`src/common/dcache_pkg.sv`:
```
package dcache_pkg;

	//////////////////////////////////////////////////////////////////////
	// Geometry
	//////////////////////////////////////////////////////////////////////

	// Word and address field widths
	localparam int WORD_W = 32;
	localparam int TAG_W  = 26;
	localparam int IDX_W  = 3;
	localparam int N_SETS = 8;

	typedef logic [WORD_W-1:0] word_t;

	// Byte address as the cache sees it
	typedef struct packed {
		logic [TAG_W-1:0] tag;
		logic [IDX_W-1:0] idx;
		logic             blkoff;
		logic [1:0]       byteoff;
	} addr_fields_t;

	// One way of one set
	typedef struct packed {
		logic             valid;
		logic             dirty;
		logic [TAG_W-1:0] tag;
		word_t            word0;
		word_t            word1;
	} cache_line_t;

	//////////////////////////////////////////////////////////////////////
	// Requests and internal commands
	//////////////////////////////////////////////////////////////////////

	// Processor request, held until hit
	typedef struct packed {
		logic         ren;
		logic         wen;
		addr_fields_t addr;
		word_t        store;
	} cpu_req_t;

	// Memory request, held while wait is high
	typedef struct packed {
		logic  ren;
		logic  wen;
		word_t addr;
		word_t store;
	} mem_req_t;

	// Line offered to the controller for write back
	typedef struct packed {
		logic             dirty;
		logic [TAG_W-1:0] tag;
		logic [IDX_W-1:0] idx;
		logic             way;
		word_t            word0;
		word_t            word1;
	} victim_t;

	typedef enum logic [1:0] {
		ARR_NONE,
		ARR_FILL,
		ARR_CLEAN
	} array_op_e;

	// Word selects which half of the block a fill lands in
	typedef struct packed {
		array_op_e op;
		logic      word;
	} array_cmd_t;

	typedef enum logic [3:0] {
		IDLE,
		WB0,
		WB1,
		FETCH0,
		FETCH1,
		FLUSH_SCAN,
		FLUSH_WB0,
		FLUSH_WB1,
		FLUSHED
	} ctrl_state_e;

endpackage

```
`src/dcache/dcache_array.sv`:
```
`timescale 1ns/1ps

module dcache_array (
	input  logic                   CLK,
	input  logic                   nRST,
	input  dcache_pkg::cpu_req_t   cpu_req,
	input  dcache_pkg::array_cmd_t array_cmd,
	input  logic                   flushing,
	input  dcache_pkg::word_t      mem_load,
	output logic                   hit,
	output dcache_pkg::word_t      load,
	output dcache_pkg::victim_t    victim
);

	import dcache_pkg::*;

	// Status bits per set, bit n belongs to way n
	logic [1:0]        valid_q [N_SETS];
	logic [1:0]        dirty_q [N_SETS];
	// Per set, the way to replace next
	logic [N_SETS-1:0] lru_q;

	// Tag and data storage
	logic [TAG_W-1:0]  tag_q  [N_SETS][2];
	word_t             data_q [N_SETS][2][2];

	// Both ways of the requested set
	cache_line_t       req_line [2];
	logic [IDX_W-1:0]  req_idx;
	logic              req_active;
	logic [1:0]        way_hit;
	logic              hit_way;
	logic              fill_way;

	// Selected write-back candidate
	logic [IDX_W-1:0]  vic_idx;
	logic              vic_way;
	logic              vic_dirty;

	//////////////////////////////////////////////////////////////////////
	// Lookup
	//////////////////////////////////////////////////////////////////////

	assign req_idx    = cpu_req.addr.idx;
	assign req_active = cpu_req.ren || cpu_req.wen;
	// Misses and fills always go to the LRU way
	assign fill_way   = lru_q[req_idx];

	always_comb begin
		for (int w = 0; w < 2; w++) begin
			req_line[w].valid = valid_q[req_idx][w];
			req_line[w].dirty = dirty_q[req_idx][w];
			req_line[w].tag   = tag_q[req_idx][w];
			req_line[w].word0 = data_q[req_idx][w][0];
			req_line[w].word1 = data_q[req_idx][w][1];
			// Tag compare only counts for a live request
			way_hit[w] = req_active && req_line[w].valid &&
				(req_line[w].tag == cpu_req.addr.tag);
		end
	end

	assign hit     = |way_hit;
	// At most one way matches, so bit 1 names the way
	assign hit_way = way_hit[1];

	// Read data of the matching way
	assign load = cpu_req.addr.blkoff ? req_line[hit_way].word1 : req_line[hit_way].word0;

	//////////////////////////////////////////////////////////////////////
	// Victim select
	//////////////////////////////////////////////////////////////////////

	always_comb begin
		// Normal operation offers the LRU way of the request
		vic_idx   = req_idx;
		vic_way   = fill_way;
		vic_dirty = req_line[fill_way].dirty;
		if (flushing) begin
			vic_idx   = '0;
			vic_way   = 1'b0;
			vic_dirty = 1'b0;
			// Scan downward so the lowest dirty line wins
			for (int s = N_SETS - 1; s >= 0; s--) begin
				for (int w = 1; w >= 0; w--) begin
					if (dirty_q[s][w]) begin
						vic_idx   = IDX_W'(s);
						vic_way   = 1'(w);
						vic_dirty = 1'b1;
					end
				end
			end
		end
	end

	assign victim.dirty = vic_dirty;
	assign victim.tag   = tag_q[vic_idx][vic_way];
	assign victim.idx   = vic_idx;
	assign victim.way   = vic_way;
	assign victim.word0 = data_q[vic_idx][vic_way][0];
	assign victim.word1 = data_q[vic_idx][vic_way][1];

	//////////////////////////////////////////////////////////////////////
	// Updates
	//////////////////////////////////////////////////////////////////////

	// Valid, dirty and LRU state
	always_ff @(posedge CLK, negedge nRST) begin
		if (!nRST) begin
			for (int s = 0; s < N_SETS; s++) begin
				valid_q[s] <= '0;
				dirty_q[s] <= '0;
			end
			lru_q <= '0;
		end else begin
			if (hit) begin
				// Point LRU at the way that was not touched
				lru_q[req_idx] <= ~hit_way;
				if (cpu_req.wen) begin
					dirty_q[req_idx][hit_way] <= 1'b1;
				end
			end
			case (array_cmd.op)
				ARR_FILL: begin
					// Line turns valid only once the second word is in
					valid_q[req_idx][fill_way] <= array_cmd.word;
					dirty_q[req_idx][fill_way] <= 1'b0;
				end
				ARR_CLEAN: begin
					dirty_q[vic_idx][vic_way] <= 1'b0;
				end
				default: begin
				end
			endcase
		end
	end

	// Tag and data words
	always_ff @(posedge CLK) begin
		if (hit && cpu_req.wen) begin
			data_q[req_idx][hit_way][cpu_req.addr.blkoff] <= cpu_req.store;
		end
		if (array_cmd.op == ARR_FILL) begin
			tag_q[req_idx][fill_way]                  <= cpu_req.addr.tag;
			data_q[req_idx][fill_way][array_cmd.word] <= mem_load;
		end
	end

	//////////////////////////////////////////////////////////////////////
	// Checks
	//////////////////////////////////////////////////////////////////////

	// Fills and LRU must never leave one tag in both ways
	a_single_way_hit: assert property (@(posedge CLK) disable iff (!nRST)
		!(way_hit[0] && way_hit[1]));

	// Flush only cleans and never refills
	a_no_fill_in_flush: assert property (@(posedge CLK) disable iff (!nRST)
		(array_cmd.op == ARR_FILL) |-> !flushing);

endmodule

```
`src/dcache/dcache_ctrl.sv`:
```
`timescale 1ns/1ps

module dcache_ctrl (
	input  logic                   CLK,
	input  logic                   nRST,
	input  dcache_pkg::cpu_req_t   cpu_req,
	input  logic                   halt,
	input  logic                   hit,
	input  dcache_pkg::victim_t    victim,
	input  logic                   mem_wait,
	output dcache_pkg::array_cmd_t array_cmd,
	output logic                   flushing,
	output dcache_pkg::mem_req_t   mem_req,
	output logic                   flushed
);

	import dcache_pkg::*;

	ctrl_state_e  state;
	ctrl_state_e  next_state;

	// Request needs memory
	logic         miss;

	// Block addresses for write back and fetch
	addr_fields_t wb_addr;
	addr_fields_t fetch_addr;

	assign miss = (cpu_req.ren || cpu_req.wen) && !hit;

	//////////////////////////////////////////////////////////////////////
	// State register
	//////////////////////////////////////////////////////////////////////

	always_ff @(posedge CLK, negedge nRST) begin
		if (!nRST) begin
			state <= IDLE;
		end else begin
			state <= next_state;
		end
	end

	//////////////////////////////////////////////////////////////////////
	// Next state
	//////////////////////////////////////////////////////////////////////

	always_comb begin
		// Stay put while memory holds us off
		next_state = state;
		case (state)
			IDLE: begin
				if (miss) begin
					// Dirty LRU way goes out before the refill
					next_state = victim.dirty ? WB0 : FETCH0;
				end else if (halt) begin
					next_state = FLUSH_SCAN;
				end
			end
			WB0: begin
				if (!mem_wait) begin
					next_state = WB1;
				end
			end
			WB1: begin
				if (!mem_wait) begin
					next_state = FETCH0;
				end
			end
			FETCH0: begin
				if (!mem_wait) begin
					next_state = FETCH1;
				end
			end
			FETCH1: begin
				// Back to IDLE where the held request now hits
				if (!mem_wait) begin
					next_state = IDLE;
				end
			end
			FLUSH_SCAN: begin
				// Victim here is the lowest dirty line
				next_state = victim.dirty ? FLUSH_WB0 : FLUSHED;
			end
			FLUSH_WB0: begin
				if (!mem_wait) begin
					next_state = FLUSH_WB1;
				end
			end
			FLUSH_WB1: begin
				if (!mem_wait) begin
					next_state = FLUSH_SCAN;
				end
			end
			// Held until reset
			FLUSHED: begin
				next_state = FLUSHED;
			end
			default: begin
				next_state = IDLE;
			end
		endcase
	end

	//////////////////////////////////////////////////////////////////////
	// Memory requests and array commands
	//////////////////////////////////////////////////////////////////////

	always_comb begin
		mem_req   = '0;
		array_cmd = '{op: ARR_NONE, word: 1'b0};

		// Victim block base
		wb_addr = '{tag: victim.tag, idx: victim.idx, blkoff: 1'b0, byteoff: 2'b00};
		// Requested block base
		fetch_addr = cpu_req.addr;
		fetch_addr.blkoff  = 1'b0;
		fetch_addr.byteoff = 2'b00;

		case (state)
			WB0, FLUSH_WB0: begin
				mem_req.wen   = 1'b1;
				mem_req.addr  = word_t'(wb_addr);
				mem_req.store = victim.word0;
			end
			WB1, FLUSH_WB1: begin
				wb_addr.blkoff = 1'b1;
				mem_req.wen    = 1'b1;
				mem_req.addr   = word_t'(wb_addr);
				mem_req.store  = victim.word1;
				// Line is clean once the last word is accepted
				if (!mem_wait) begin
					array_cmd.op = ARR_CLEAN;
				end
			end
			FETCH0: begin
				mem_req.ren  = 1'b1;
				mem_req.addr = word_t'(fetch_addr);
				if (!mem_wait) begin
					array_cmd = '{op: ARR_FILL, word: 1'b0};
				end
			end
			FETCH1: begin
				fetch_addr.blkoff = 1'b1;
				mem_req.ren       = 1'b1;
				mem_req.addr      = word_t'(fetch_addr);
				if (!mem_wait) begin
					array_cmd = '{op: ARR_FILL, word: 1'b1};
				end
			end
			default: begin
			end
		endcase
	end

	// Array switches its victim to the dirty scan
	assign flushing = (state == FLUSH_SCAN) || (state == FLUSH_WB0) ||
		(state == FLUSH_WB1) || (state == FLUSHED);

	assign flushed = (state == FLUSHED);

	//////////////////////////////////////////////////////////////////////
	// Checks
	//////////////////////////////////////////////////////////////////////

	a_one_mem_op: assert property (@(posedge CLK) disable iff (!nRST)
		!(mem_req.ren && mem_req.wen));

	// Victim and request must not move under a stalled access
	a_mem_req_held: assert property (@(posedge CLK) disable iff (!nRST)
		((mem_req.ren || mem_req.wen) && mem_wait) |=> $stable(mem_req));

endmodule

```
`src/dcache/dcache_top.sv`:
```
`timescale 1ns/1ps

module dcache_top (
	input  logic                 CLK,
	input  logic                 nRST,
	// Processor side
	input  dcache_pkg::cpu_req_t cpu_req,
	input  logic                 halt,
	output logic                 hit,
	output dcache_pkg::word_t    load,
	output logic                 flushed,
	// Memory side
	output dcache_pkg::mem_req_t mem_req,
	input  logic                 mem_wait,
	input  dcache_pkg::word_t    mem_load
);

	import dcache_pkg::*;

	// Controller to array
	array_cmd_t array_cmd;
	logic       flushing;

	// Array to controller
	victim_t    victim;

	// Tag and data store with hit logic and LRU
	dcache_array u_array (
		.CLK       (CLK),
		.nRST      (nRST),
		.cpu_req   (cpu_req),
		.array_cmd (array_cmd),
		.flushing  (flushing),
		.mem_load  (mem_load),
		.hit       (hit),
		.load      (load),
		.victim    (victim)
	);

	// Miss and flush sequencing toward memory
	dcache_ctrl u_ctrl (
		.CLK       (CLK),
		.nRST      (nRST),
		.cpu_req   (cpu_req),
		.halt      (halt),
		.hit       (hit),
		.victim    (victim),
		.mem_wait  (mem_wait),
		.array_cmd (array_cmd),
		.flushing  (flushing),
		.mem_req   (mem_req),
		.flushed   (flushed)
	);

endmodule

```
`config.mk`:
```
export PLATFORM = sky130hd
export DESIGN_NAME = dcache_top
export DESIGN_NICKNAME = d
export VERILOG_FILES = /design/src/common/dcache_pkg.sv /design/src/dcache/dcache_array.sv /design/src/dcache/dcache_ctrl.sv /design/src/dcache/dcache_top.sv
export SDC_FILE = /design/constraint.sdc
export NUM_CORES = 2
export LEC_CHECK = 0
export BUFFER_PORTS_ARGS = -buffer_cell sky130_fd_sc_hd__buf_2
export CORE_MARGIN = 2
export CORE_UTILIZATION = 40
export CTS_CLUSTER_DIAMETER = 60
export DETAILED_ROUTE_END_ITERATION = 6
export SLEW_MARGIN = 15
export SYNTH_ARGS = -nofsm -noshare
export SYNTH_HDL_FRONTEND = slang
export SYNTH_SLANG_ARGS = --single-unit
```
`constraint.sdc`:
```
create_clock -name CLK -period 9.1 [get_ports CLK]
set_clock_uncertainty 0.2 [all_clocks]
set_input_delay 0.91 -clock CLK [delete_from_list [all_inputs] [get_ports CLK]]
set_output_delay 0.91 -clock CLK [all_outputs]
set_load 0.05 [all_outputs]
```
==> flow_metrics.env <==
export IMPL_cts_made_buffers=156
export IMPL_std_cell_rows=151
export IMPL_io_buffers=197
export IMPL_synth_cell_types=87
export IMPL_place_area_sq_mm=0.0724
export IMPL_power_mw=23.0
export IMPL_period_minus_slack_ns=7.90
export IMPL_vias_per_cell=7.17
export IMPL_reg2reg_slack_ns=3.17
export IMPL_start_util=0.402
export IMPL_cts_sinks=1484
export IMPL_max_cap_violations=0
export IMPL_p_leak_nw=25.0
export IMPL_finalSetupViolations=0
export IMPL_postRouteAntennaNets=0
export IMPL_drv_slew=0
export IMPL_power_density_mw_per_mm2=298
export IMPL_fmax_ghz=0.127
export IMPL_worst_ep_arrival_time_ns=6.79
export IMPL_synthesis_area_sq_mm=0.0681
export IMPL_tightest_slew_ns=1.25
export IMPL_place_gp_congestion=0.919
export IMPL_grt_max_degree=74
export IMPL_start_kind="register"
export IMPL_syn_avg_cell_area_sq_um=13.7
export IMPL_nNetsFinal=5203
export IMPL_netlist_top_cells_count="edfxtp_1, o22ai_1, nor2_1, a22oi_1, nand2_1"
export IMPL_min_path_type="input pin to register"
export IMPL_drt_wl_total_mm=282
export IMPL_ys_warn_count=0
export IMPL_dp_cells=7158
export IMPL_grt_overflow=0
export IMPL_drt_iter0_drc=10207
export IMPL_root_buffer="clkbuf_16"
export IMPL_vias=53364
export IMPL_status="complete, no violations"
export IMPL_coreArea_sq_mm=0.169
export IMPL_ir_drop_mv=0.320
export IMPL_clockBufferDepth=3
export IMPL_chipHeight_um=417
export IMPL_rsz0062_at_grt="false"
export IMPL_grt_pass1_wl_mm=387
export IMPL_antenna_found_initial=16
export IMPL_drcViolationCount=0
export IMPL_drive_gt1_frac=0.191
export IMPL_wl_per_cell_um=37.8
export IMPL_ctsHoldBuffers=0
export IMPL_timing_final_crit_share=0.868
export IMPL_netlist_instances=4960
export IMPL_path_clk_slew_ns=0.06
export IMPL_die_x_um=417
export IMPL_finalHoldViolations=0
export IMPL_io_pins=202
export IMPL_max_slew_margin_rel=0.163
export IMPL_cts_max_level=4
export IMPL_cts_tree="done"
export IMPL_area_delta_synth_final_pct=13.5
export IMPL_synthTopCellsByArea="edfxtp_1, o22ai_1, mux2_2"
export IMPL_synth_top_area_cell="edfxtp_1"
export IMPL_clkLatencyLatePin_ns=0.82
export IMPL_cp_max_fo=38
export IMPL_stdcell_count=7445
export IMPL_crit_path_end_kind="output port"
export IMPL_finalInstanceArea_sq_mm=0.0772
export IMPL_synthFlopType="edfxtp_1"
export IMPL_crit_required_ns=7.99
export IMPL_setup_tns_ns=0
export IMPL_synthArstFlopShare=0.0296
export IMPL_yosysSeqAreaShare=0.651
export IMPL_grt_pass1_vias=50234
export IMPL_synth_seq_cells=1484
export IMPL_die_area_sq_mm=0.173
export IMPL_yosysMostFrequentCell="edfxtp_1"
export IMPL_setup_worst_path_class="register to output port"
export IMPL_synth_top_cell_area_share=0.635
export IMPL_post_cts_buffers=0
export IMPL_synth_edf_count=1440
export IMPL_ctsResizeCount=0
export IMPL_drtPass1Iterations=7
export IMPL_whs_ns=0.292
export IMPL_grt_usage=0.314
export IMPL_dp_hpwl_mm=158
## logic make-up (layout without fill, tap and decap cells)
| logic type | Yosys count | in the layout | share of synthesized area |
|---|---|---|---|
| AND/OR/NAND/NOR | 937 | 937 | 0.0633 |
| multiplexers | 499 | 499 | 0.0909 |
| flip-flops | 1484 | 1484 | 0.651 |
| other | 1 | 12 | 0.0000551 |
| XOR/XNOR | 52 | 52 | 0.00669 |
| buffers and inverters | 425 | 681 | 0.0256 |
| AO/OA/AOI/OAI | 1559 | 1559 | 0.162 |
| adder cells (fa/ha/maj) | 3 | 3 | 0.000515 |
## final timing paths
path                                           from                     to  depth (start not counted)
worst min register to register   u_array.valid_q[3]     u_array.valid_q[3]                          1
max in group asynchronous                      nRST    u_array.valid_q[15]                          2
worst max register to register  u_array.tag_q[7][3]  u_array.data_q[5][57]                         10
worst max-delay path                u_ctrl.state[3]            mem_req[59]                         11
worst min-delay path                           halt        u_ctrl.state[2]                          3
min in group asynchronous                      nRST        u_ctrl.state[1]                          2
## metal layers
metal	vias up	routed length, um	GRT usage
li1	20686	-	-
met1	26620	100000	0.415
met2	5013	125000	0.481
met3	1039	39300	0.0750
met4	6	17200	0.166
met5	-	45	0
## where the power goes
group          switching [mW]  internal, mW  leakage, nW
clock                    2.74          3.37         2.33
sequential             0.0862          7.70         13.6
combinational            6.91          2.20         9.07
total                    9.73          13.3         25.0
## final cells by class
class / count / area, sq um
Sequential cell: 1484 / 44300
Antenna cell: 10 / 25.0
Timing Repair Buffer: 389 / 2670
Multi-Input combinational cell: 3052 / 22600
Inverter: 16 / 61.3
Fill cell: 14884 / 92000
Clock buffer: 206 / 4210
Tap cell: 2218 / 2780
Clock inverter: 70 / 557
## sequential cells by signal, summed over array words and instances, names as in the netlist
name             flops
u_array.dirty_q     16
u_array.lru_q        8
u_ctrl.state         4
u_array.tag_q      416
u_array.data_q    1024
u_array.valid_q     16
## through the flow
| stage | util | setup WS (ns) |
|---|---|---|
| global placement | 0.428 | 1.78 |
| detailed placement | 0.428 | 1.77 |
| finish | 0.456 | 1.20 |
| floorplan | - | 3.25 |
| global route | 0.456 | 1.26 |
| CTS | 0.456 | 1.45 |
## critical path: stages, from the launching register on
cell and delay (ns):
dfrtp_1 0.78, nor4b_2 0.50, a21oi_1 0.13, or4b_1 0.64, nand2_2 0.65, nor2_2 0.42, nand2_4 0.77, buf_4 0.41
o22ai_1 0.13, or4_1 0.48, o21ai_0 0.59, buf_2 0.39
## cells in the final DEF (no fill, tap or decap), drive strengths merged, types with 36 or more instances in the layout
cell and n:
nor2 308, mux2i 205, a22o 42, dfrtp 44, o221ai 70, a31oi 60
clkinv 59, mux4 73, o21ai 154, clkbuf 206, nand4 44, o2111ai 36
o22ai 407, o211ai 37, nand2 295, a221oi 82, edfxtp 1440, buf 388
o22a 38, mux2 221, a21oi 133, nor3 58, nand3 94, nor4 57
a22oi 303
(Power assumes the default switching activity.)
